$ cat src/design/mips_consts.svh
`ifndef MIPS_CONSTS_SVH
`define MIPS_CONSTS_SVH

// memory depths in 32-bit words
`define IMEM_WORDS 64
`define DMEM_WORDS 64

// primary opcodes
`define OP_RTYPE 6'h00
`define OP_J     6'h02
`define OP_JAL   6'h03
`define OP_BEQ   6'h04
`define OP_BNE   6'h05
`define OP_ADDI  6'h08
`define OP_LW    6'h23
`define OP_SW    6'h2b

// funct codes for R-type
`define FN_JR    6'h08
`define FN_ADD   6'h20
`define FN_SUB   6'h22
`define FN_AND   6'h24
`define FN_OR    6'h25
`define FN_SLT   6'h2a

`endif
$ cat src/design/dataMem.sv
`timescale 1ns/1ps
`include "mips_consts.svh"

module dataMem (
  input  logic        clk,
  input  logic        we,
  input  logic [31:0] addr,
  input  logic [31:0] wrData,
  output logic [31:0] rdData
);

  logic [31:0] mem [0:`DMEM_WORDS-1];

  initial begin
    for (int i = 0; i < `DMEM_WORDS; i++) begin
      mem[i] = 32'd0;
    end
  end

  always_ff @(posedge clk) begin
    if (we) begin
      mem[addr[7:2]] <= wrData;
    end
  end

  assign rdData = mem[addr[7:2]];

endmodule

$ cat config.mk
export PLATFORM = sky130hd
export DESIGN_NAME = dataMem
export DESIGN_NICKNAME = d
export VERILOG_FILES = /design/src/design/dataMem.sv
export VERILOG_INCLUDE_DIRS = /design/src /design/src/design
export SDC_FILE = /design/constraint.sdc
export NUM_CORES = 2
export LEC_CHECK = 0
export ABC_AREA = 1
export BUFFER_PORTS_ARGS = -buffer_cell sky130_fd_sc_hd__clkbuf_2
export CORE_MARGIN = 4
export CORE_UTILIZATION = 50
export DETAILED_ROUTE_END_ITERATION = 6
export GPL_ROUTABILITY_DRIVEN = 0
export PLACE_DENSITY_LB_ADDON = 0.3
export SLEW_MARGIN = 20
export SYNTH_ARGS = -nofsm -noshare
export SYNTH_HDL_FRONTEND = slang
export SYNTH_SLANG_ARGS = --single-unit
$ cat constraint.sdc
create_clock -name clk -period 12.69 [get_ports clk]
set_input_delay 1.9035 -clock clk [delete_from_list [all_inputs] [get_ports clk]]
set_output_delay 1.9035 -clock clk [all_outputs]
set_load 0.05 [all_outputs]
### After elaboration in Yosys (flattened, before gate mapping)

Memories as Yosys holds them, arrays and structs flattened.
Cells that the tools add are included.

| word-level totals | value |
|---|---|
| bits in registers | 0 |
| memory bits (writable) | 2048 |
| bits of input ports | 66 |
| output and inout port bits | 32 |
| word-level logic and storage cells | 3 |
| memories kept | 1 |

Memories:

| name | depth | width | rd ports | clocked after Yosys merged registers in | wr ports | RTL line | RTL |
|---|---|---|---|---|---|---|---|
| mem | 64 | 32 | 1 | 0 | 1 | dataMem.sv:12 | `` logic [31:0] mem [0:`DMEM_WORDS-1]; `` |

| cells by class | value |
|---|---|
| muxes and demuxes | 2 |

Operators by type and width:

| kind | count |
|---|---|
| two-way mux 1 bit | 2 |

### Depth between registers and ports, before layout

| logic depth | value |
|---|---|
| depth in word-level cells | 2 |
| mapped depth | 15 |
| mapped depth without buffers | 11 |

### Worst setup path after synthesis

OpenSTA, ideal clock, no wires.

| timing | value |
|---|---|
| kind | input port to flip-flop |
| start point | in addr[2] |
| end point | mem mem[41][0], enable pin |
| library setup time | 0.502 ns |
| arrival time | 5.687 ns |
| required time | 12.188 ns |
| setup slack | 6.502 ns |
| cell stages on the path | 6 |
| path through | buf_4 inv_2 buf_6 buf_4 buf_2 nor4_1 |

RTL lines:

| what | RTL line | RTL |
|---|---|---|
| start, declared | dataMem.sv:7 | `input logic [31:0] addr,` |
| end, declared | dataMem.sv:12 |  |

Straight into the memory's write port.

### Final worst setup path

| timing | value |
|---|---|
| start point | in addr[2] |
| end point | out rdData[24] |

| between the ends | value |
|---|---|
| word-level cells in the longest chain between the ends | 1 |

RTL lines:

| what | RTL line | RTL |
|---|---|---|
| memory (64 x 32 bit) | -- |  |
| end, declared | dataMem.sv:9 | `output logic [31:0] rdData` |

No other way between the ends.

==> parameters.txt <==
Parameter                              Value

Power and ir drop
  Total power per unit cell area    148 mW/mm²
  Switching Fraction    0.228
  Int Pwr    10.8 mW
  Switching Power    3.19 mW
  Leakage power figure    39.5 nW
  Clock share of power    0.400
  Highest ir drop seen on vdd    0.130 mV
  Proportion of power drawn by combinational gates    0.065
  Post-layout power    14.0 mW
  Proportion of power drawn by flip-flops and latches    0.535

Timing
  Shortest period the worst path allows    8370 ps
  Setup_tns    0 ps
  Maximum clock frequency    119 MHz
  Pin slew with the least headroom to its limit    1140 ps
  Max-slew violation count    0
  Worst slew margin    0.238
  Number of hold violations in the final report    0
  RSZ-0062 raised after global routing    no
  Final count of negative-setup-slack endpoints    0
  Crit share post-route    0.659

Layout
  Final non-filler cell area    0.0949 mm²
  Post-layout util    0.558
  Area growth from synthesis to layout    10.5%
  Share of post-route cells with drive strength above 1    0.0661
  Flip-flop count of the largest register, all copies and words added    2048
  Final-stage net count    8474

Global routing
  Routing usage on met2    0.423
  Met1 track utilization from global routing    0.338
  Met3 track utilization from global routing    0.0423
  Number of antenna violations at the first check in global routing    13
  Maximum number of pins on one net before global-route repair    188
  Wire length of the first global-routing pass    342000 µm
  Layer with the highest usage after global routing    met2
  Vias in the first global route    54700
  Global-route total usage across every layer    0.254
  Remaining global-route overflow    0

Critical path
  Req. time, crit path    10790 ps
  CP arrival    6470 ps
  Worst Setup Start Kind    input port
  Largest fanout on the critical path    89
  Critical path class    input port to output pin
  Crit. End Element    output pin

Die
  Initial Utilization    0.505
  Die ar.    0.178 mm²
  Boundary pin count    98
  Site Rows    151
  Die width    422 µm
  Placeable core area    0.170 mm²
  Height of the die    422 µm

Drt
  First DRT Iteration DRCs    6471
  Count of nets left with antenna violations after detail routing    0
  Average wire per standard cell    21.3 µm
  Average vias per placed instance    5.37
  Final routed DRC violation total    0
  Vias after detailed routing    57900
  Number of iterations in the first detailed-routing pass    6
  Routed wire length    230000 µm

Outcome
  Status    completed

Placement
  Post-Place Cell Area    0.0888 mm²
  Buffers on Ports    71
  Detailed placer's ending HPWL    119000 µm

Clocking
  Number of buffers created by CTS    199
  Post-CTS setup-driven buffer insertion count    0
  Clock tree sinks    2048
  Hold-fix buffers at CTS    0
  Clock input transition at the sequential cells of the worst setup and hold paths    60 ps
  Master cell of the clock root buffer    clkbuf_16
  TritonCTS clock tree    done
  CTS HTree Levels    4
  Gates resized, CTS repair    0
  Number of buffers on the longest clock path    3

Run
  Number of violations of the max-capacitance limit    0

Min path
  Worst hold path type    input port to flip-flop

Yosys
  Unique masters post-synth    20
  Gate count after technology mapping    8408
  Number of register bits inferred by synthesis    2048
  Number of nets in the synthesized netlist    8474
  Count of warnings emitted by yosys    0
  Area of the mapped netlist    0.0859 mm²
  Sequential fraction of the synthesis area    0.716
  Avg Inst Size Synth    10.2 µm²
## synth_stat cells
library cell,count,area (µm²)
o211ai_1,5,37.5
or2_2,5,31.3
nand3_1,13,65.1
nand2_1,5728,21500
or2_1,1,6.26
nand4_1,2,12.5
buf_6,4,45.0
nor2_1,137,514
o21ai_0,5,25.0
nor4_1,2,12.5
nor3_2,7,70.1
nor3_1,1,5.00
buf_4,11,82.6
edfxtp_1,2048,61500
buf_1,27,101
inv_2,14,52.6
inv_1,16,60.1
buf_2,244,1220
o21ai_1,2,10.0
clkbuf_1,136,510
## per-layer routing
layer	part of all wire	up-vias
met3	0.089	422
met4	0.033	4
met2	0.48	2614
met5	0.000091	-
met1	0.40	27700
li1	-	27200
## power by group through the flow
stage / Combinational, mW / Clock [mW] / Sequential (mW)
6_report: 0.916 / 5.60 / 7.50
5_1_grt: 1.00 / 5.94 / 7.50
4_1_cts: 0.911 / 5.66 / 7.50
3_5_place_dp: 0.907 / 0 / 7.64
3_3_place_gp: 0.895 / 0 / 7.64
2_1_floorplan: 0.540 / 0 / 7.64
## placed cells by master (no fill, tap or decap), drive strengths merged
master and instances:
nand3 13, nor3 8, edfxtp 2048, inv 33, o211ai 5, or2 6, nand2 5728, nand4 2
clkbuf 322, diode 6, bufinv 10, buf 153, clkinv 88, nor4 2, nor2 137, clkinvlp 2
o21ai 7
## cells by family after synthesis
| logic type | after synthesis | synth area share |
|---|---|---|
| AO/OA/AOI/OAI | 12 | 0.000845 |
| buffers and inverters | 452 | 0.0241 |
| flip-flops | 2048 | 0.716 |
| AND/OR/NAND/NOR | 5896 | 0.259 |
## worst paths after layout
kind / cells after the start / slack [ps] / start / end
min: 2 / 1740 / wrData[23] / mem[5][23]
max: 15 / 4320 / addr[2] / rdData[24]
## layout make-up
class                   count  area [µm²]
diodes                      6        15.0
clock buffers             254        5310
clock inverters           103         771
fillers                 14000       75100
inverters                  30         135
multi-input cells        5908       22800
flip-flops and latches   2048       61500
well taps                2218        2780
repair buffers            221        1570
## worst max-delay path, stage by stage
cell	delay (ps)
buf_8	460
buf_4	860
buf_4	870
buf_4	880
nand2_1	110
nand2_1	100
nand2_1	50
nand2_1	100
nand2_1	60
nand2_1	160
nand2_1	60
nand2_1	90
nor2_1	100
nand2_1	130
clkbuf_2	290
## stage by stage
stage / worst slack (ps) / cells / hold WS (ps)
2_1_floorplan: 6500 / 8408 / 2000
3_3_place_gp: 4420 / 10400 / 2560
3_5_place_dp: 4440 / 10400 / 2580
4_1_cts: 4420 / 10800 / 1680
5_1_grt: 4080 / 10800 / 1750
6_report: 4320 / 10800 / 1740
No activity file was read; power rests on OpenSTA's default activity.
