**config.mk**
```make
export PLATFORM = sky130hd
export DESIGN_NAME = regFile
export DESIGN_NICKNAME = d
export VERILOG_FILES = /design/src/design/mips_consts.svh /design/src/design/regFile.sv
export SDC_FILE = /design/constraint.sdc
export NUM_CORES = 1
export LEC_CHECK = 0
export ABC_CLOCK_PERIOD_IN_PS = 4500
export BUFFER_PORTS_ARGS = -buffer_cell sky130_fd_sc_hd__buf_2
export CAP_MARGIN = 5
export CORE_UTILIZATION = 33
export DETAILED_ROUTE_END_ITERATION = 8
export PLACE_DENSITY = 0.46
export SLEW_MARGIN = 20
export SYNTH_ARGS = -nofsm -noshare
export SYNTH_HDL_FRONTEND = slang
export SYNTH_SLANG_ARGS = --single-unit
```
**constraint.sdc**
```tcl
create_clock -name clk -period 4.5 [get_ports clk]
set_input_delay 0.45 -clock clk [delete_from_list [all_inputs] [get_ports clk]]
set_output_delay 0.45 -clock clk [all_outputs]
set_load 0.02 [all_outputs]
```
**src/design/mips_consts.svh**
```systemverilog
`ifndef MIPS_CONSTS_SVH
`define MIPS_CONSTS_SVH

// memory depths in 32-bit words
`define IMEM_WORDS 64
`define DMEM_WORDS 64

// primary opcodes
`define OP_RTYPE 6'h00
`define OP_J     6'h02
`define OP_JAL   6'h03
`define OP_BEQ   6'h04
`define OP_BNE   6'h05
`define OP_ADDI  6'h08
`define OP_LW    6'h23
`define OP_SW    6'h2b

// funct codes for R-type
`define FN_JR    6'h08
`define FN_ADD   6'h20
`define FN_SUB   6'h22
`define FN_AND   6'h24
`define FN_OR    6'h25
`define FN_SLT   6'h2a

`endif
```
**src/design/regFile.sv**
```systemverilog
`timescale 1ns/1ps

module regFile (
  input  logic        clk,
  input  logic [4:0]  rdAddr1,
  input  logic [4:0]  rdAddr2,
  output logic [31:0] rdData1,
  output logic [31:0] rdData2,
  input  logic        wrEn,
  input  logic [4:0]  wrAddr,
  input  logic [31:0] wrData
);

  logic [31:0] regs [31:0];

  // writes to $0 are dropped
  always_ff @(posedge clk) begin
    if (wrEn && wrAddr != 5'd0) begin
      regs[wrAddr] <= wrData;
    end
  end

  // $0 reads as zero regardless of array contents
  assign rdData1 = (rdAddr1 == 5'd0) ? 32'd0 : regs[rdAddr1];
  assign rdData2 = (rdAddr2 == 5'd0) ? 32'd0 : regs[rdAddr2];

endmodule

```
[Word-level counts from Yosys, hierarchy flattened]
Memories as Yosys holds them, arrays and structs flattened.
Cells that the tools add are included.
Word-level totals
  bits in latches: 0
  output and inout bits: 64
  bits in registers: 0
  memory bits (writable): 1024
  word-level logic and storage cells: 9
  memories kept: 1
  bits in read-only memories: 0
  input port bits: 49
Operators by class
  equality and inequality tests: 0
  magnitude comparators: 0
  add/sub/neg operators: 0
  $mul: 0
  shift operators: 0
  divide/modulo/power cells: 0
  reductions and logical operators: 4
  mux-type cells: 4
  bitwise operators: 0
Memory list
  regs: depth 32, width 32, rd ports 2, clocked after Yosys merged registers in 0, write ports 1, RTL line regFile.sv:14  | logic [31:0] regs [31:0];
Operators with widths (count)
  $mux 32: 2
  $logic_not 5->1: 2
  $reduce_bool 5->1: 1
  $mux 1: 2
  $logic_and 1x1->1: 1

[Longest topological paths before layout]
  depth after elaboration: 4
  gate-level depth with buffers: 8

[Worst setup path after synthesis]
Ideal clock, no wire load.
  kind: input port to flip-flop
  start: in wrAddr[1]
  end: mem regs[12][0], enable pin
  setup slack: 1.630 ns
  arrival time: 2.449 ns
  stages on the path: 3
  path buffers: 1
  cells stage by stage: or3b_2 clkbuf_1 nor2_1
Between the ends
  longest elaborated chain between the ends: 4
RTL lines
  start, declared: RTL line regFile.sv:10  | input logic [4:0] wrAddr,
  $reduce_bool 5->1: RTL line regFile.sv:18  | if (wrEn && wrAddr != 5'd0) begin
  $logic_and 1x1->1: RTL line regFile.sv:18
  $mux 1: RTL line regFile.sv:18
  $mux 1 (implied by the code): RTL line regFile.sv:19  | regs[wrAddr] <= wrData;
  end, declared: RTL line regFile.sv:14
Several ways; a longest one is shown, not always the timed one.

[Worst setup path in the final report]
  start: in rdAddr1[2]
  end: out rdData1[19]
Between the ends
  longest elaborated chain between the ends: 2
RTL lines
  start, declared: RTL line regFile.sv:5  | input logic [4:0] rdAddr1,
  $mem_v2 32x32 / $logic_not 5->1 (equally long branches)
  $mux 32 (*): RTL line regFile.sv:24  | assign rdData1 = (rdAddr1 == 5'd0) ? 32'd0 : regs[rdAddr1];
  end, declared: RTL line regFile.sv:7  | output logic [31:0] rdData1,
Every way passes the cells marked *; elsewhere a longest branch is shown, timed or not.

==> flow_metrics.tcl <==
set metrics [dict create \
    final_util_pct 38.4 \
    status "finished with violations" \
    port-buffer-count 112 \
    synthTopCellsByArea "edfxtp_1 64%, mux4_2 14%, mux2i_1 6.7%, mux4_1 3.0%, mux2_2 1.5%" \
    synth_top_area_share_pct 64.2 \
    area_delta_synth_final_pct 15.2 \
    postCtsResizedCells 0 \
    vias_per_cell 6.08 \
    drt_wl_total_um 172000 \
    required_ns 4.05 \
    overflow 0 \
    grt_antenna_before_repair 8 \
    layout-drive-gt1-share_pct 30.0 \
    cts.root.buffer_cell "clkbuf_16" \
    synth_most_common_cell "edfxtp_1" \
    worst_slew_pin_slew_ns 1.19 \
    cts_hold_buf 0 \
    maxSlewHeadroom_pct 20.6 \
    dp_slack_ns 0.926 \
    fp.dieW_um 383 \
    drc_errors 4 \
    drt.antenna.violating_nets 0 \
    hp-start "wrData[20]" \
    row_count 139 \
    numCtsBuffers 115 \
    synth_top_area_cell "edfxtp_1" \
    synthesis.area_um2 47900 \
    yosys-top-cells-count "1024 x edfxtp_1, 320 x mux2i_1, 298 x mux4_2" \
    report.final.slew_viol_count 0 \
    grt_pass1_wl_um 238000 \
    yosysSeqAreaShare_pct 64.2 \
    synthDistinctLibCells 38 \
    start_util_pct 33.3 \
    ys_warn_count 0 \
    diodes 0 \
    min_period_ns 3.54 \
    nNetsFinal 2777 \
    async_reset_ff_share_pct 0 \
    regMostFlops "regs" \
    hold_path_depth 1 \
    tns_ns 0 \
    grt_usage_pct 23.2 \
    worst-setup-path-type "in2out" \
    syn_inst 2564 \
    place_congestion 0.817 \
    synth-edff-count 1024 \
    largest_reg_flops 1024 \
    num-fill-cells 13000 \
    seqCellArea_um2 30700 \
    cts_buffer_depth 3 \
    die_area_um2 147000 \
    worstHoldPathType "in2reg" \
    peakVddDrop_mv 0.281 \
    drtIter0Drc 3291 \
    holdPathEnd "regs[28][20]$_DFFE_PP_" \
    critPathLaunchType "input pin" \
    worst_slack_ns 0.957 \
    max_cap_viol_count 0 \
    cts_tree "built" \
    largestRegisters "regs x1024" \
    place_area_um2 51400 \
    synth-seq-cells 1024 \
    grt_pass1_vias 29500 \
    die_h_um 383 \
    htreeDepth 3 \
    hold_viol 0 \
    grt_start_max_net_pins 82 \
    fin_area_um2 55200 \
    synth_ff_type "edfxtp_1" \
    arrival_ns 3.09 \
    clock_sinks 1024 \
    fp.coreArea_um2 144000 \
    max_freq_ghz 0.282 \
    drt-wirelength-per-cell_um 36.4 \
    dp_hpwl_um 97800 \
    crit_fanout 53 \
    boundaryPins 113 \
    violations "DRC" \
    finalSetupViolations 0 \
    end_kind "output pin" \
    syn_area_per_cell_um2 18.7 \
    firstDrtPassIters 7 \
    p_leak_uw 0.0180 \
    multi_input_area_um2 16400 \
    vias 28700 \
    rsz0062_at_grt "false" \
    post-route-period-util_pct 78.7 \
    power.density_nw_per_um2 403 \
    post_cts.repair.setup_buffers 0 \
    path_clk_slew_ns 0.06 \
]
==> worst max-delay path by stage <==
stage                       endpoint  slack [ns]  startpoint  depth (start not counted)
4_1_cts                  rdData2[10]        0.92  rdAddr2[1]                          6
6_report                 rdData1[19]        0.96  rdAddr1[2]                          7
3_3_place_gp             rdData2[10]        0.87  rdAddr2[1]                          6
2_1_floorplan  regs[12][0]$_DFFE_PP_        1.63   wrAddr[1]                          3
5_1_grt                  rdData1[17]        0.72  rdAddr1[0]                          7
3_5_place_dp             rdData2[10]        0.93  rdAddr2[1]                          6
==> worst max-delay path: stages <==
cell      delay [ns]
buf_8           0.41
buf_4           0.51
mux2i_1         0.14
a221oi_1        0.36
o21ai_0         0.19
a311oi_1        0.65
buf_2           0.28
==> where the power goes <==
group	leakage (µW)	internal, µW	switching (µW)	total (µW)
Clock	0.00183	5530	4010	9530
Sequential	0.00925	10600	61.1	10700
Combinational	0.00688	737	1280	2010
Total	0.0180	16900	5340	22200
==> layout make-up <==
class	count	area share, %
Sequential cell	1024	55.7
Clock inverter	84	1.48
Timing Repair Buffer	232	3.38
Tap cell	1903	4.31
Clock buffer	125	5.36
Inverter	2	0.0181
Multi-Input combinational cell	1353	29.8
==> per-layer routing <==
layer	global-route usage, %	vias up	part of all wire (%)
met5	0	-	0.0076
met2	37.1	1462	47
met4	6.50	2	2.4
met3	4.47	247	7.8
met1	32.1	15600	43
li1	-	11400	-
==> stage by stage <==
step,std cells,hold WS [ns],power [µW]
floorplan,2595,0.549,12100
global placement,4514,0.944,12900
detailed placement,4514,0.967,12900
CTS,4723,0.173,22400
global route,4723,0.231,22900
finish,4723,0.223,22200
==> cell usage in the layout (no fill, tap or decap), types with 3 or more instances in the layout <==
master,synthesis,final
nor2_1,36,3
a221oi_2,19,19
nand4_1,32,32
nor2_4,0,33
buf_4,51,93
nor2b_1,37,32
clkinvlp_4,0,14
a21oi_1,32,32
edfxtp_1,1024,1024
mux4_2,298,298
nand3b_1,6,6
nor2b_4,0,5
buf_2,51,105
mux4_1,54,54
clkinv_4,0,5
clkbuf_1,98,8
mux2i_1,320,320
a22oi_1,64,64
clkbuf_16,0,117
buf_8,0,4
o2111ai_1,9,9
o221ai_1,64,64
o21ai_0,51,51
buf_12,0,28
a311oi_1,32,32
conb_1,1,32
o21ai_1,4,4
a211oi_1,64,64
clkinv_2,0,30
bufinv_16,0,14
mux2_2,64,64
or3b_2,3,3
nand2_1,83,83
a221oi_1,36,36
clkinv_1,0,19
==> cell families (layout without fill, tap and decap cells) <==
logic type | after synthesis | count (layout) | share of synthesized area, %
other cells | 1 | 32 | 0.00782
compound gates | 375 | 375 | 6.09
simple gates | 210 | 210 | 2.17
flops | 1024 | 1024 | 64.2
mux | 736 | 736 | 25.1
buf+inv | 218 | 443 | 2.44
Power figures use the tool's default switching activity.
