===== config.mk =====
export PLATFORM = sky130hd
export DESIGN_NAME = instrMem
export DESIGN_NICKNAME = d
export VERILOG_FILES = /design/src/design/mipsPkg.sv /design/src/design/instrMem.sv
export VERILOG_INCLUDE_DIRS = /design/src /design/src/design
export SDC_FILE = /design/constraint.sdc
export NUM_CORES = 2
export LEC_CHECK = 0
export BUFFER_PORTS_ARGS = -buffer_cell sky130_fd_sc_hd__buf_2
export CORE_ASPECT_RATIO = 0.5
export CORE_MARGIN = 2
export CORE_UTILIZATION = 43
export DETAILED_ROUTE_END_ITERATION = 6
export GPL_TIMING_DRIVEN = 0
export MAX_ROUTING_LAYER = met4
export PLACE_DENSITY = 0.69
export SYNTH_ARGS = -nofsm -noshare
export SYNTH_HDL_FRONTEND = slang
export SYNTH_SLANG_ARGS = --single-unit

===== constraint.sdc =====
create_clock -name clk -period 7.6 [get_ports clk]
set_input_delay 1.14 -clock clk [delete_from_list [all_inputs] [get_ports clk]]
set_output_delay 1.14 -clock clk [all_outputs]
set_load 0.01 [all_outputs]

===== src/design/mips_consts.svh =====
`ifndef MIPS_CONSTS_SVH
`define MIPS_CONSTS_SVH

// memory depths in 32-bit words
`define IMEM_WORDS 64
`define DMEM_WORDS 64

// primary opcodes
`define OP_RTYPE 6'h00
`define OP_J     6'h02
`define OP_JAL   6'h03
`define OP_BEQ   6'h04
`define OP_BNE   6'h05
`define OP_ADDI  6'h08
`define OP_LW    6'h23
`define OP_SW    6'h2b

// funct codes for R-type
`define FN_JR    6'h08
`define FN_ADD   6'h20
`define FN_SUB   6'h22
`define FN_AND   6'h24
`define FN_OR    6'h25
`define FN_SLT   6'h2a

`endif

===== src/design/mipsPkg.sv =====
package mipsPkg;

  // ALU operation select
  typedef enum logic [2:0] {
    aluAnd = 3'd0,
    aluOr  = 3'd1,
    aluAdd = 3'd2,
    aluSub = 3'd6,
    aluSlt = 3'd7
  } aluOpT;

  typedef struct packed {
    logic [5:0] opcode;
    logic [4:0] rs;
    logic [4:0] rt;
    logic [4:0] rd;
    logic [4:0] shamt;
    logic [5:0] funct;
  } rFmtT;

  typedef struct packed {
    logic [5:0]  opcode;
    logic [4:0]  rs;
    logic [4:0]  rt;
    logic [15:0] imm;
  } iFmtT;

  typedef struct packed {
    logic [5:0]  opcode;
    logic [25:0] target;
  } jFmtT;

  // one instruction word seen through three views
  typedef union packed {
    rFmtT rFmt;
    iFmtT iFmt;
    jFmtT jFmt;
  } instrT;

  typedef struct packed {
    logic  memToReg;
    logic  memWrite;
    logic  branchNe;
    logic  branchEq;
    logic  aluSrc;
    logic  regDst;
    logic  regWrite;
    logic  jump;
    logic  link;
    logic  jumpReg;
    aluOpT aluOp;
  } ctrlT;

  // write activity of one retired instruction
  typedef struct packed {
    logic [31:0] pc;
    logic        regWe;
    logic [4:0]  regAddr;
    logic [31:0] regData;
    logic        memWe;
    logic [31:0] memAddr;
    logic [31:0] memData;
  } commitT;

endpackage


===== src/design/instrMem.sv =====
`timescale 1ns/1ps
`include "mips_consts.svh"

module instrMem (
  input  logic           clk,
  input  logic           reset,
  input  logic           progWe,
  input  logic [5:0]     progAddr,
  input  mipsPkg::instrT progData,
  input  logic [31:0]    addr,
  output mipsPkg::instrT data
);

  logic [31:0] mem [0:`IMEM_WORDS-1];

  // program load is only honoured while the core is held in reset
  always_ff @(posedge clk) begin
    if (reset && progWe) begin
      mem[progAddr] <= progData;
    end
  end

  // byte address to word index
  assign data = mem[addr[7:2]];

endmodule


After elaboration in Yosys (flattened, before gate mapping)
Memories as Yosys holds them, arrays and structs flattened.
Index checks and enable logic that the tools add are counted.
{"block": "classes", "mux": 2, "n_reduce_logical": 1}
{"op": "2-to-1 mux 1 bit", "n": 2}
{"op": "logical AND 1 bit", "n": 1}
{"block": "totals", "register_bits": 0, "mem_bits_rw": 2048, "inputBits": 73, "output_inout_bits": 32, "elab_cells": 4, "n_memories": 1}
{"name": "mem", "words": 64, "width": 32, "read_ports": 1, "rd_clocked_by_memory_dff": 0, "write_ports": 1, "line": "instrMem.sv:14", "source": "logic [31:0] mem [0:`IMEM_WORDS-1];"}

Depth between registers and ports, before layout
{"block": "depth", "depth_word": 3, "depth_mapped": 10, "ltp_nobuf": 5}

Worst setup path after synthesis
Ideal clock, no wire load.
{"block": "synth_timing", "path_kind": "in2out", "from": "input addr[3]", "to": "output data[16] (netlist bit)", "arrival_time_ps": 2710, "required_time_ps": 6460, "path_slack_ps": 3750, "stages": 9, "path_buffers": 4, "path_cell_list": "buf_6 buf_6 nand2b_1 clkbuf_1 clkbuf_1 a211oi_1 a211oi_1 o21ai_0 nor4_1"}
{"element": "from (decl)", "line": "instrMem.sv:10", "source": "input logic [31:0] addr,"}
{"element": "to (decl)", "line": "instrMem.sv:11", "source": "output mipsPkg::instrT data"}

==> metrics.md <==
| Metric | Value |
|---|---|
| Synth top area share | `78.6%` |
| Period utilization | `88.4%` |
| GP Congestion | `0.936` |
| Post-CTS Hold Buffers | `0` |
| Core footprint | `0.180 mm²` |
| Internal power | `18.1 mW` |
| Port Buffer Count | `71` |
| Yosys warning count | `0` |
| Worst hold endpoint | `mem[33][3]` |
| Final Hold Violating Endpoints | `0` |
| Failing checks | `design-rule violations, max-capacitance violations` |
| Layout area overhead | `15.1%` |
| Post-synthesis cell type count | `42` |
| Main flop type after synthesis | `edfxtp_1` |
| CP endpoint kind | `output port` |
| Status | `finished with violations` |
| Crit path buf inv count | `6` |
| Hold Path Stages | `1` |
| Synthesized instance count | `3468` |
| Fin cells | `6378` |
| Post_cts resized | `0` |
| Family with the most delay on the worst path | `buffers and inverters` |
| Largest net degree at the start of global routing | `65` |
| Height of the die | `306 µm` |
| Sequential Power Share | `53.9%` |
| Max-Cap Viols | `1` |
| TritonCTS clock tree | `done` |
| DP Wirelength | `153 mm` |
| First-pass GRT wire length | `323 mm` |
| Critical path's slowest cell | `buf_1` |
| Clock tree buffer depth | `3` |
| Total wire length | `236 mm` |
| Layout cells sized above 1 | `28.4%` |
| Vias in the first global route | `40596` |
| Setup TNS | `0 ns` |
| Post-CTS setup buffers | `0` |
| Congestion Overflow GR | `0` |
| RSZ-0062 raised after global routing | `false` |
| Vias after detailed routing | `41285` |
| #FFs+latches synth | `2048` |
| Fmax | `0.149 GHz` |
| Number of antenna violations at the first check in global routing | `14` |
| CTS root buf | `clkbuf_16` |
| H-tree levels | `4` |
| Synth Net Count | `3541` |
| Critical path cell sequence | `buf_2, buf_2, buf_2, buf_1, buf_2, nand3_1, nand4_1, o21ai_1, a21oi_1, buf_2` |
| Multi-input logic area | `0.0160 mm²` |
| Post-DR wirelength/cell | `37.0 µm` |
| Mapped Area | `0.0782 mm²` |
| Die width | `607 µm` |
| Pwr Total | `23.2 mW` |
| Seq. cell area | `0.0615 mm²` |
| Seq/Total Area, Yosys | `78.6%` |
| Max incr delay on CP | `0.88 ns` |
| Inserted Clock Buffers | `182` |
| CTS sink cnt | `2048` |
| Critical path startpoint category | `input port` |
| Worst-margin pin slew | `1.48 ns` |
| Iter 0 DRT Violations | `7761` |
| Max-slew violations | `0` |
| Starting Density | `43.4%` |
| Data required time of the worst path | `6.46 ns` |
| LEAKAGE | `27.7 nW` |
| Post-layout min period | `6.72 ns` |
| Most frequent cells in the layout | `2048 x edfxtp_1, 476 x mux4_2, 187 x clkbuf_16` |
| Synth top area cells | `edfxtp_1 79%, mux4_2 14%, mux2i_1 0.91%` |
| Ys async rst share | `0%` |
| Worst hold start | `progData[3]` |
| Dominant cell type by area after synthesis | `edfxtp_1` |
| Number of flops mapped to enable cells by yosys | `2048` |
| Sw Share | `21.7%` |
| Most common cell after layout, fill and taps aside | `edfxtp_1` |
| Synth Area per Inst | `22.5 µm²` |
| Filler Cells Inserted | `13739` |
| Final #Nets | `3881` |
| All-Layer GR Usage | `26.2%` |
| Post-route ant nets | `0` |
| Worst hold path class | `in -> reg` |
| Share of total power in the clock network | `40.6%` |
| P per Cell Area | `257 mW/mm²` |
| Largest registers | `mem (2048)` |
| Final setup fails | `0` |
| Comb pwr share | `5.5%` |
| Clk slew on worst S/H paths | `0.08 ns` |
| Floorplan row count | `110` |
| Drt via density | `6.47` |
| DIE AREA | `0.185 mm²` |
| Peak supply drop | `186 µV` |
| Inst Count DP | `6031` |
| Psw | `5.02 mW` |
| Top reg by flops | `mem` |
| I/O pins | `105` |
| Largest register FFs | `2048` |
| Worst path arrival time | `5.58 ns` |
| DRC viols | `12` |
| Drt pass-1 iters | `7` |
| Max transition margin | `0.999%` |
| Worst path most repeated cell | `buf_2` |
| Crit-path max FO | `10` |
| Critical path type | `in -> out` |
-- power by group through the flow --
stage / clock (mW) / combinational, mW / sequential, mW
finish: 9.39 / 1.28 / 12.5
global route: 9.85 / 1.30 / 12.5
CTS: 9.39 / 1.24 / 12.5
detailed placement: 0 / 1.24 / 12.7
floorplan: 0 / 0.612 / 12.7
global placement: 0 / 1.18 / 12.7
-- cells by family after synthesis --
family	Yosys count	share of synthesized area, %
flip-flops	2048	78.6
multiplexers	572	15.0
AO/OA/AOI/OAI	259	2.42
AND/OR/NAND/NOR	392	2.40
buffers and inverters	197	1.55
-- metal layers --
metal | vias to the layer above | GRT usage [%] | share of wire, %
li1 | 15516 | - | -
met1 | 21446 | 33.5 | 34
met2 | 3626 | 37.8 | 45
met3 | 697 | 8.93 | 16
met4 | 0 | 12.3 | 5.5
met5 | - | - | 0
-- cells in the mapped netlist, types with 29 or more instances --
library cell  count
buf_6            29
nand2_1         100
o221ai_1         51
nand3_1          69
buf_2            59
mux2i_1          71
a22oi_1          54
nand4_1          48
a211oi_1         32
edfxtp_1       2048
clkbuf_1         63
buf_4            29
mux4_2          476
nor2_1           93
o22ai_1          56
-- metrics by stage --
stage / worst slack, ns / hold WS, ns / instance area, µm² / utilization (%)
global placement: 0.805 / 1.83 / 81600 / 45.2
finish: 0.879 / 0.869 / 90000 / 49.9
detailed placement: 1.41 / 1.90 / 84000 / 46.6
floorplan: 3.75 / 1.24 / 78200 / -
global route: 1.17 / 0.850 / 90000 / 49.9
CTS: 1.37 / 1.03 / 90000 / 49.9
-- final cells by class --
| class | count | share of cell area (%) |
|---|---|---|
| inverters | 1 | 0.00417 |
| repair buffers | 156 | 2.59 |
| clock buffers | 219 | 5.33 |
| flip-flops and latches | 2048 | 68.3 |
| diodes | 13 | 0.0361 |
| plain buffers | 196 | 1.35 |
| clock inverters | 114 | 1.30 |
| multi-input cells | 1223 | 17.7 |
| well taps | 2408 | 3.35 |
-- worst max path at each step --
stage               endpoint  cells after the start     from
floorplan           data[16]                      9  addr[3]
global placement     data[6]                      9  addr[4]
detailed placement   data[1]                     10  addr[5]
CTS                  data[1]                     10  addr[5]
global route        data[14]                     10  addr[5]
finish              data[14]                     10  addr[5]
Note: power is estimated with default switching activity, not from simulation.
