### src/design/mips_consts.svh
`ifndef MIPS_CONSTS_SVH
`define MIPS_CONSTS_SVH

// memory depths in 32-bit words
`define IMEM_WORDS 64
`define DMEM_WORDS 64

// primary opcodes
`define OP_RTYPE 6'h00
`define OP_J     6'h02
`define OP_JAL   6'h03
`define OP_BEQ   6'h04
`define OP_BNE   6'h05
`define OP_ADDI  6'h08
`define OP_LW    6'h23
`define OP_SW    6'h2b

// funct codes for R-type
`define FN_JR    6'h08
`define FN_ADD   6'h20
`define FN_SUB   6'h22
`define FN_AND   6'h24
`define FN_OR    6'h25
`define FN_SLT   6'h2a

`endif
### src/design/mipsPkg.sv
package mipsPkg;

  // ALU operation select
  typedef enum logic [2:0] {
    aluAnd = 3'd0,
    aluOr  = 3'd1,
    aluAdd = 3'd2,
    aluSub = 3'd6,
    aluSlt = 3'd7
  } aluOpT;

  typedef struct packed {
    logic [5:0] opcode;
    logic [4:0] rs;
    logic [4:0] rt;
    logic [4:0] rd;
    logic [4:0] shamt;
    logic [5:0] funct;
  } rFmtT;

  typedef struct packed {
    logic [5:0]  opcode;
    logic [4:0]  rs;
    logic [4:0]  rt;
    logic [15:0] imm;
  } iFmtT;

  typedef struct packed {
    logic [5:0]  opcode;
    logic [25:0] target;
  } jFmtT;

  // one instruction word seen through three views
  typedef union packed {
    rFmtT rFmt;
    iFmtT iFmt;
    jFmtT jFmt;
  } instrT;

  typedef struct packed {
    logic  memToReg;
    logic  memWrite;
    logic  branchNe;
    logic  branchEq;
    logic  aluSrc;
    logic  regDst;
    logic  regWrite;
    logic  jump;
    logic  link;
    logic  jumpReg;
    aluOpT aluOp;
  } ctrlT;

  // write activity of one retired instruction
  typedef struct packed {
    logic [31:0] pc;
    logic        regWe;
    logic [4:0]  regAddr;
    logic [31:0] regData;
    logic        memWe;
    logic [31:0] memAddr;
    logic [31:0] memData;
  } commitT;

endpackage

### src/design/mipsCore.sv
`timescale 1ns/1ps

module mipsCore (
  input  logic            clk,
  input  logic            reset,
  input  mipsPkg::instrT  imemData,
  input  logic [31:0]     rdData1,
  input  logic [31:0]     rdData2,
  input  logic [31:0]     dmemRdData,
  output logic [31:0]     imemAddr,
  output logic [4:0]      rdAddr1,
  output logic [4:0]      rdAddr2,
  output logic            wrEn,
  output logic [4:0]      wrAddr,
  output logic [31:0]     wrData,
  output logic [31:0]     dmemAddr,
  output logic            dmemWe,
  output logic [31:0]     dmemWrData,
  output mipsPkg::commitT commit,
  output logic            commitValid
);
  import mipsPkg::*;

  logic [31:0] pc;
  logic [31:0] pcPlus4;
  logic [31:0] signImm;
  logic [31:0] branchTarget;
  logic [31:0] jumpTarget;
  logic [31:0] nextPc;
  logic [31:0] aluB;
  logic [31:0] aluResult;
  logic [31:0] result;
  logic [4:0]  destReg;
  logic        aluZero;
  logic        branchTaken;
  ctrlT        ctrl;

  mipsControl mipsControl_i (
    .instr (imemData),
    .ctrl  (ctrl)
  );

  always_ff @(posedge clk) begin
    if (reset) begin
      pc <= 32'd0;
    end else begin
      pc <= nextPc;
    end
  end

  assign imemAddr = pc;

  // field decode
  assign rdAddr1 = imemData.rFmt.rs;
  assign rdAddr2 = imemData.iFmt.rt;
  assign signImm = {{16{imemData.iFmt.imm[15]}}, imemData.iFmt.imm};

  // jal always links into $31
  assign destReg = ctrl.link   ? 5'd31 :
                   ctrl.regDst ? imemData.rFmt.rd : imemData.iFmt.rt;

  assign aluB = ctrl.aluSrc ? signImm : rdData2;

  mipsAlu mipsAlu_i (
    .a      (rdData1),
    .b      (aluB),
    .op     (ctrl.aluOp),
    .result (aluResult),
    .zero   (aluZero)
  );

  assign result = ctrl.link     ? pcPlus4 :
                  ctrl.memToReg ? dmemRdData : aluResult;

  // next PC
  assign pcPlus4      = pc + 32'd4;
  assign branchTarget = pcPlus4 + {signImm[29:0], 2'b00};
  assign jumpTarget   = {pcPlus4[31:28], imemData.jFmt.target, 2'b00};
  assign branchTaken  = (ctrl.branchEq & aluZero) | (ctrl.branchNe & ~aluZero);

  always_comb begin
    if (ctrl.jumpReg) begin
      nextPc = rdData1;
    end else if (ctrl.jump) begin
      nextPc = jumpTarget;
    end else if (branchTaken) begin
      nextPc = branchTarget;
    end else begin
      nextPc = pcPlus4;
    end
  end

  // no writes while held in reset
  assign wrEn       = ctrl.regWrite & ~reset;
  assign wrAddr     = destReg;
  assign wrData     = result;
  assign dmemAddr   = aluResult;
  assign dmemWe     = ctrl.memWrite & ~reset;
  assign dmemWrData = rdData2;

  // record of what the coming edge writes
  assign commitValid     = ~reset;
  assign commit.pc       = pc;
  assign commit.regWe    = wrEn;
  assign commit.regAddr  = destReg;
  assign commit.regData  = result;
  assign commit.memWe    = dmemWe;
  assign commit.memAddr  = aluResult;
  assign commit.memData  = rdData2;

endmodule

### src/design/mipsAlu.sv
`timescale 1ns/1ps

module mipsAlu (
  input  logic [31:0]   a,
  input  logic [31:0]   b,
  input  mipsPkg::aluOpT op,
  output logic [31:0]   result,
  output logic          zero
);
  import mipsPkg::*;

  always_comb begin
    case (op)
      aluAnd:  result = a & b;
      aluOr:   result = a | b;
      aluAdd:  result = a + b;
      aluSub:  result = a - b;
      // signed compare
      aluSlt:  result = {31'b0, $signed(a) < $signed(b)};
      default: result = '0;
    endcase
  end

  // drives the beq/bne decision
  assign zero = (result == 32'd0);

endmodule

### src/design/mipsControl.sv
`timescale 1ns/1ps
`include "mips_consts.svh"

module mipsControl (
  input  mipsPkg::instrT instr,
  output mipsPkg::ctrlT  ctrl
);
  import mipsPkg::*;

  always_comb begin
    // everything inactive unless an opcode below says otherwise
    ctrl = '0;
    case (instr.rFmt.opcode)
      `OP_RTYPE: begin
        case (instr.rFmt.funct)
          `FN_ADD: begin
            ctrl.regDst   = 1'b1;
            ctrl.regWrite = 1'b1;
            ctrl.aluOp    = aluAdd;
          end
          `FN_SUB: begin
            ctrl.regDst   = 1'b1;
            ctrl.regWrite = 1'b1;
            ctrl.aluOp    = aluSub;
          end
          `FN_AND: begin
            ctrl.regDst   = 1'b1;
            ctrl.regWrite = 1'b1;
            ctrl.aluOp    = aluAnd;
          end
          `FN_OR: begin
            ctrl.regDst   = 1'b1;
            ctrl.regWrite = 1'b1;
            ctrl.aluOp    = aluOr;
          end
          `FN_SLT: begin
            ctrl.regDst   = 1'b1;
            ctrl.regWrite = 1'b1;
            ctrl.aluOp    = aluSlt;
          end
          // jr only redirects the PC
          `FN_JR:  ctrl.jumpReg = 1'b1;
          default: ctrl = '0;
        endcase
      end
      `OP_ADDI: begin
        ctrl.aluSrc   = 1'b1;
        ctrl.regWrite = 1'b1;
        ctrl.aluOp    = aluAdd;
      end
      `OP_LW: begin
        ctrl.aluSrc   = 1'b1;
        ctrl.memToReg = 1'b1;
        ctrl.regWrite = 1'b1;
        ctrl.aluOp    = aluAdd;
      end
      `OP_SW: begin
        ctrl.aluSrc   = 1'b1;
        ctrl.memWrite = 1'b1;
        ctrl.aluOp    = aluAdd;
      end
      `OP_BEQ: begin
        ctrl.branchEq = 1'b1;
        ctrl.aluOp    = aluSub;
      end
      `OP_BNE: begin
        ctrl.branchNe = 1'b1;
        ctrl.aluOp    = aluSub;
      end
      `OP_J:   ctrl.jump = 1'b1;
      `OP_JAL: begin
        ctrl.jump     = 1'b1;
        ctrl.link     = 1'b1;
        ctrl.regWrite = 1'b1;
      end
      default: ctrl = '0;
    endcase
  end

endmodule

### config.mk
export PLATFORM = sky130hd
export DESIGN_NAME = mipsCore
export DESIGN_NICKNAME = d
export VERILOG_FILES = /design/src/design/mipsPkg.sv /design/src/design/mipsCore.sv /design/src/design/mipsAlu.sv /design/src/design/mipsControl.sv
export VERILOG_INCLUDE_DIRS = /design/src /design/src/design
export SDC_FILE = /design/constraint.sdc
export NUM_CORES = 1
export LEC_CHECK = 0
export BUFFER_PORTS_ARGS = -buffer_cell sky130_fd_sc_hd__buf_2
export CAP_MARGIN = 20
export CORE_MARGIN = 5
export CORE_UTILIZATION = 45
export DETAILED_ROUTE_END_ITERATION = 10
export MAX_ROUTING_LAYER = met4
export PLACE_DENSITY = 0.73
export SYNTH_ARGS = -nofsm -noshare
export SYNTH_HDL_FRONTEND = slang
export SYNTH_HIERARCHICAL = 1
export SYNTH_SLANG_ARGS = --single-unit
export TNS_END_PERCENT = 30
### constraint.sdc
create_clock -name clk -period 9.8 [get_ports clk]
set_input_delay 2.45 -clock clk [delete_from_list [all_inputs] [get_ports clk]]
set_output_delay 2.45 -clock clk [all_outputs]
set_load 0.01 [all_outputs]
**Yosys cells after proc, flatten, opt, wreduce, memory -nomap -nowiden**

Cells that the tools add are included.

- Flip-flop bits (word level): 32
- Input port bits: 130
- Output and inout port bits: 281
- Word-level logic and storage cells: 63

- Add/sub/neg operators: 4
- $lt $le $gt $ge: 1
- Equal/unequal tests: 17
- Muxes and demuxes: 23
- Bitwise gates (word level): 9
- Reductions and logical operators: 8

Operators by type and width:

| cell | count |
|---|---|
| $mux 32 | 6 |
| $pmux 32 s5 | 1 |
| $add 32x32->32 | 2 |
| $eq 6x6->1 const B | 7 |
| $add 32x3->32 const B | 1 |
| $and 32x32->32 | 1 |
| $logic_not 32->1 | 1 |
| $lt 32x32->1 | 1 |
| $or 32x32->32 | 1 |
| $sub 32x32->32 | 1 |
| $eq 6x2->1 const B | 2 |
| $eq 6x3->1 const B | 2 |
| $eq 6x4->1 const B | 2 |
| $pmux 3 s4 | 1 |
| $mux 1 | 10 |
| $mux 5 | 2 |
| $pmux 3 s3 | 1 |
| $eq 3x3->1 const B | 2 |
| $logic_not 6->1 | 1 |
| $reduce_or 3->1 | 2 |
| $reduce_or 5->1 | 1 |
| $and 1x1->1 | 4 |
| $reduce_or 2->1 | 2 |
| $eq 3x1->1 const B | 1 |
| other kinds (6) | 7 |

**Longest topological paths before layout**

- Depth in word-level cells: 13
- Gate-level depth with buffers: 30
- Mapped depth without buffers: 25

**Modules after synthesis**

Netlist, hierarchy kept.

Modules (own cells, without submodules):

| module | times used | cells an instance | area an instance (um^2) | seq. area each (um^2) |
|---|---|---|---|---|
| mipsCore | 1 | 875 | 6391.1 | 640.6 |
| mipsAlu | 1 | 801 | 5201.2 | 0.0 |
| mipsControl | 1 | 43 | 297.8 | 0.0 |

**Worst setup path before layout**

OpenSTA, ideal clock, no wires.

- Path kind: input-to-output
- From: in imemData[26] (netlist bit)
- To: out wrData[26]
- Arrival time: 7.406 ns
- Required time: 7.350 ns
- Setup slack: -0.056 ns
- Stages: 23
- Buffers on the path: 5
- Path through: buf_2 -> nor4b_1 -> a31oi_1 -> nor3_1 -> clkbuf_1 -> clkbuf_1 -> mux2_2 -> inv_1 -> ha_1 -> buf_6 -> a21o_1 -> a221o_1 -> a2111o_1 -> a211oi_2 -> o41ai_1 -> a31oi_1 -> a21oi_1 -> xnor2_1 -> a22oi_1 -> o21ai_0 -> mux2i_1 -> o21ai_0 -> buf_4

RTL lines:

| item | RTL line | RTL |
|---|---|---|
| start: declaration | mipsCore.sv:6 | `input mipsPkg::instrT imemData,` |
| end: declaration | mipsCore.sv:15 | `output logic [31:0] wrData,` |

==> out/metrics.yaml <==
status:
  outcome: "finished, final reports clean"
synth:
  synth_cell_types: 101
  syn_nets: 1987
  yosysWarnings: 6
  synth_common_cells: "buf_4 (177), nand2_1 (165), ha_1 (135), inv_1 (135), a21oi_1 (129)"
  syn_inst: 1719
  syn_avg_cell_area_sq_um: 6.92
  ys_seq_area_frac: 0.0539
  yosysTopAreaCell: "ha_1"
  netlist.area_leader.share: 0.142
  synth_area_leaders: "ha_1 (14%), buf_4 (11%), a21oi_1 (5.4%), dfxtp_1 (5.4%), nand2_1 (5.2%)"
  synth_area_sq_mm: 0.0119
  synth.most_common_cell: "buf_4"
  ys_seq_elements: 32
  synthFlopType: "dfxtp_1"
  ys_async_sr_fraction: 0
  synth-edff-count: 0
worst_setup_path:
  rr_startpoint: "imemAddr[2]"
  start_kind: "input port"
  critPathKind: "in -> out"
  r2r_cells: 15
  crit_required_ns: 7.35
  crit_start: "imemData[27]"
  cp_max_fo: 11
  worstSetupEndpointType: "primary output"
  critPathArrivalTime_ns: 7.24
die:
  ioPinCount: 411
  fp-row-count: 59
  initial_core_util: 0.456
  die_x_microns: 173
  die_h_microns: 173
  core_area_sq_mm: 0.0261
  die_area_sq_mm: 0.0298
cts:
  cts.sinks: 32
  tritoncts: "built"
  ctsHoldBuffers: 0
  clock_path_buffers: 2
  cts_buffers: 5
  clk-insertion-delay-late_ns: 0.29
  htree_levels: 2
  cts.clk_slew.worst_paths_ns: 0.05
  cts_root_buffer: "clkbuf_16"
sta:
  finalHoldViolCount: 0
  clock_skew_ns: 0.0112
  maxSlewHeadroom: 0.313
  worst_pin_slew_ns: 1.03
  maxSlewViolCount: 0
  tns_ns: 0
  min_period_over_period: 0.989
  rsz0062_at_grt: "true"
  setup_slack_ns: 0.109
  hold-worst-slack_ns: 0.681
  fmax_ghz: 0.103
  setup_viol: 0
  fin_crit_ns: 9.69
final_layout:
  final_cells: 2321
  finish.utilization: 0.530
  drive_above_1_share: 0.309
  areaGrowthSynthToFinish_pct: 16.1
  nNetsFinal: 2252
  largest_reg_flops: 32
  fin_area_sq_mm: 0.0138
grt:
  grt_pass1_wl_microns: 83900
  antenna_found_initial: 0
  grt_overflow: 0
  use_met1: 0.505
  use_met2: 0.544
  met3_usage: 0.0592
  grt_use_total: 0.363
  grt_max_degree: 38
  grt_busiest_layer: "met2"
  grt_pass1_vias: 13300
pwr:
  cellLeakagePower_nw: 6.85
  finalPower_mw: 1.08
  peakVddDrop_mv: 0.0843
  powerDensity_mw_per_mm2: 78.1
detailed_routing:
  routed_wl_microns: 56900
  dr.pass1.iters: 6
  via_per_inst: 6.18
  drc: 0
  num_vias: 14300
  drt_iter0_drc: 1526
  wl_per_cell_microns: 24.5
  drtAntennaViolNets: 0
place:
  place.port_buffers: 410
  place_area_sq_mm: 0.0135
  dp_hpwl_microns: 47500
  dp_cells: 2309
  post-place-ws_ns: 0.109
  gp_congestion: 1.04
hold_path:
  holdPathStages: 3
  hp-class: "reg -> reg"
  min_from: "imemAddr[1]"
flow_run:
  cap_viol_max_count: 0
## power by group
group          total, mW  switching, mW  internal (mW)
Clock              0.163         0.0615          0.101
Combinational      0.773          0.482          0.290
Sequential         0.143        0.00828          0.134
## placed cells by master (no fill, tap or decap), types with 7 or more instances in the layout
master,instances
nor2_1,108
mux2i_1,54
xnor2_1,49
o211ai_1,20
buf_4,106
inv_1,134
nor2b_1,20
a21oi_1,126
a21o_1,30
a211o_1,9
nand3_1,36
a31oi_1,19
o22ai_1,26
nand2b_1,15
mux2_2,17
and3_1,18
o21bai_1,10
o221ai_1,7
nor4_1,12
a211oi_1,18
a221oi_1,7
nand4_1,20
buf_2,410
dfxtp_1,32
o21ai_0,113
ha_1,129
xor2_1,18
o21a_1,11
o21ai_1,14
nand2_1,165
or4_1,12
nor3_1,18
o31ai_1,15
## critical path: stages
cell and delay (ns):
buf_2 0.17, nor4b_4 0.28, a31oi_1 0.08, nor3_2 0.26, mux2_2 0.41, ha_1 0.23
fa_1 0.40, a21o_1 0.20, a221o_2 0.43, a2111o_1 0.48, a211oi_2 0.29, o41ai_1 0.17
a31oi_1 0.20, a21oi_1 0.11, xnor2_1 0.16, a22oi_1 0.09, o21ai_1 0.29, mux2i_1 0.11
o21ai_0 0.21, buf_2 0.18
## logic make-up (layout without fill, tap and decap cells)
group | after synthesis | count (layout) | synth area share
compound gates | 530 | 530 | 0.298
xor+xnor | 70 | 70 | 0.0535
mux | 74 | 74 | 0.0642
buf+inv | 396 | 662 | 0.183
flops | 32 | 32 | 0.0539
simple gates | 479 | 479 | 0.200
fa+ha+maj | 138 | 138 | 0.147
other cells | 0 | 1 | 0
## final cells by class
type,count,area (sq um)
multi-input cells,1291,9200
repair buffers,518,2880
diodes,1,2.50
well taps,335,419
clock buffers,8,146
fillers,2650,12300
inverters,136,510
flip-flops and latches,32,641
## timing repair
item | in CTS | in global routing
endpoints found under the hold margin | 0 | 0
setup endpoints to repair | 0 | 30
buffers inserted | 0 | 3
resized for setup | 0 | 28
## path summary, 6_finish.rpt
path	slack, ns	end
max	0.11	commit[91]
min	0.68	imemAddr[1]
max reg2reg	5.57	imemAddr[29]
min reg2reg	0.68	imemAddr[1]
## layer usage
layer	up-vias	part of all wire
met2	849	0.43
met5	-	0
li1	6503	-
met1	6888	0.43
met4	0	0.033
met3	107	0.10
Note: power is estimated with default switching activity, not from simulation.
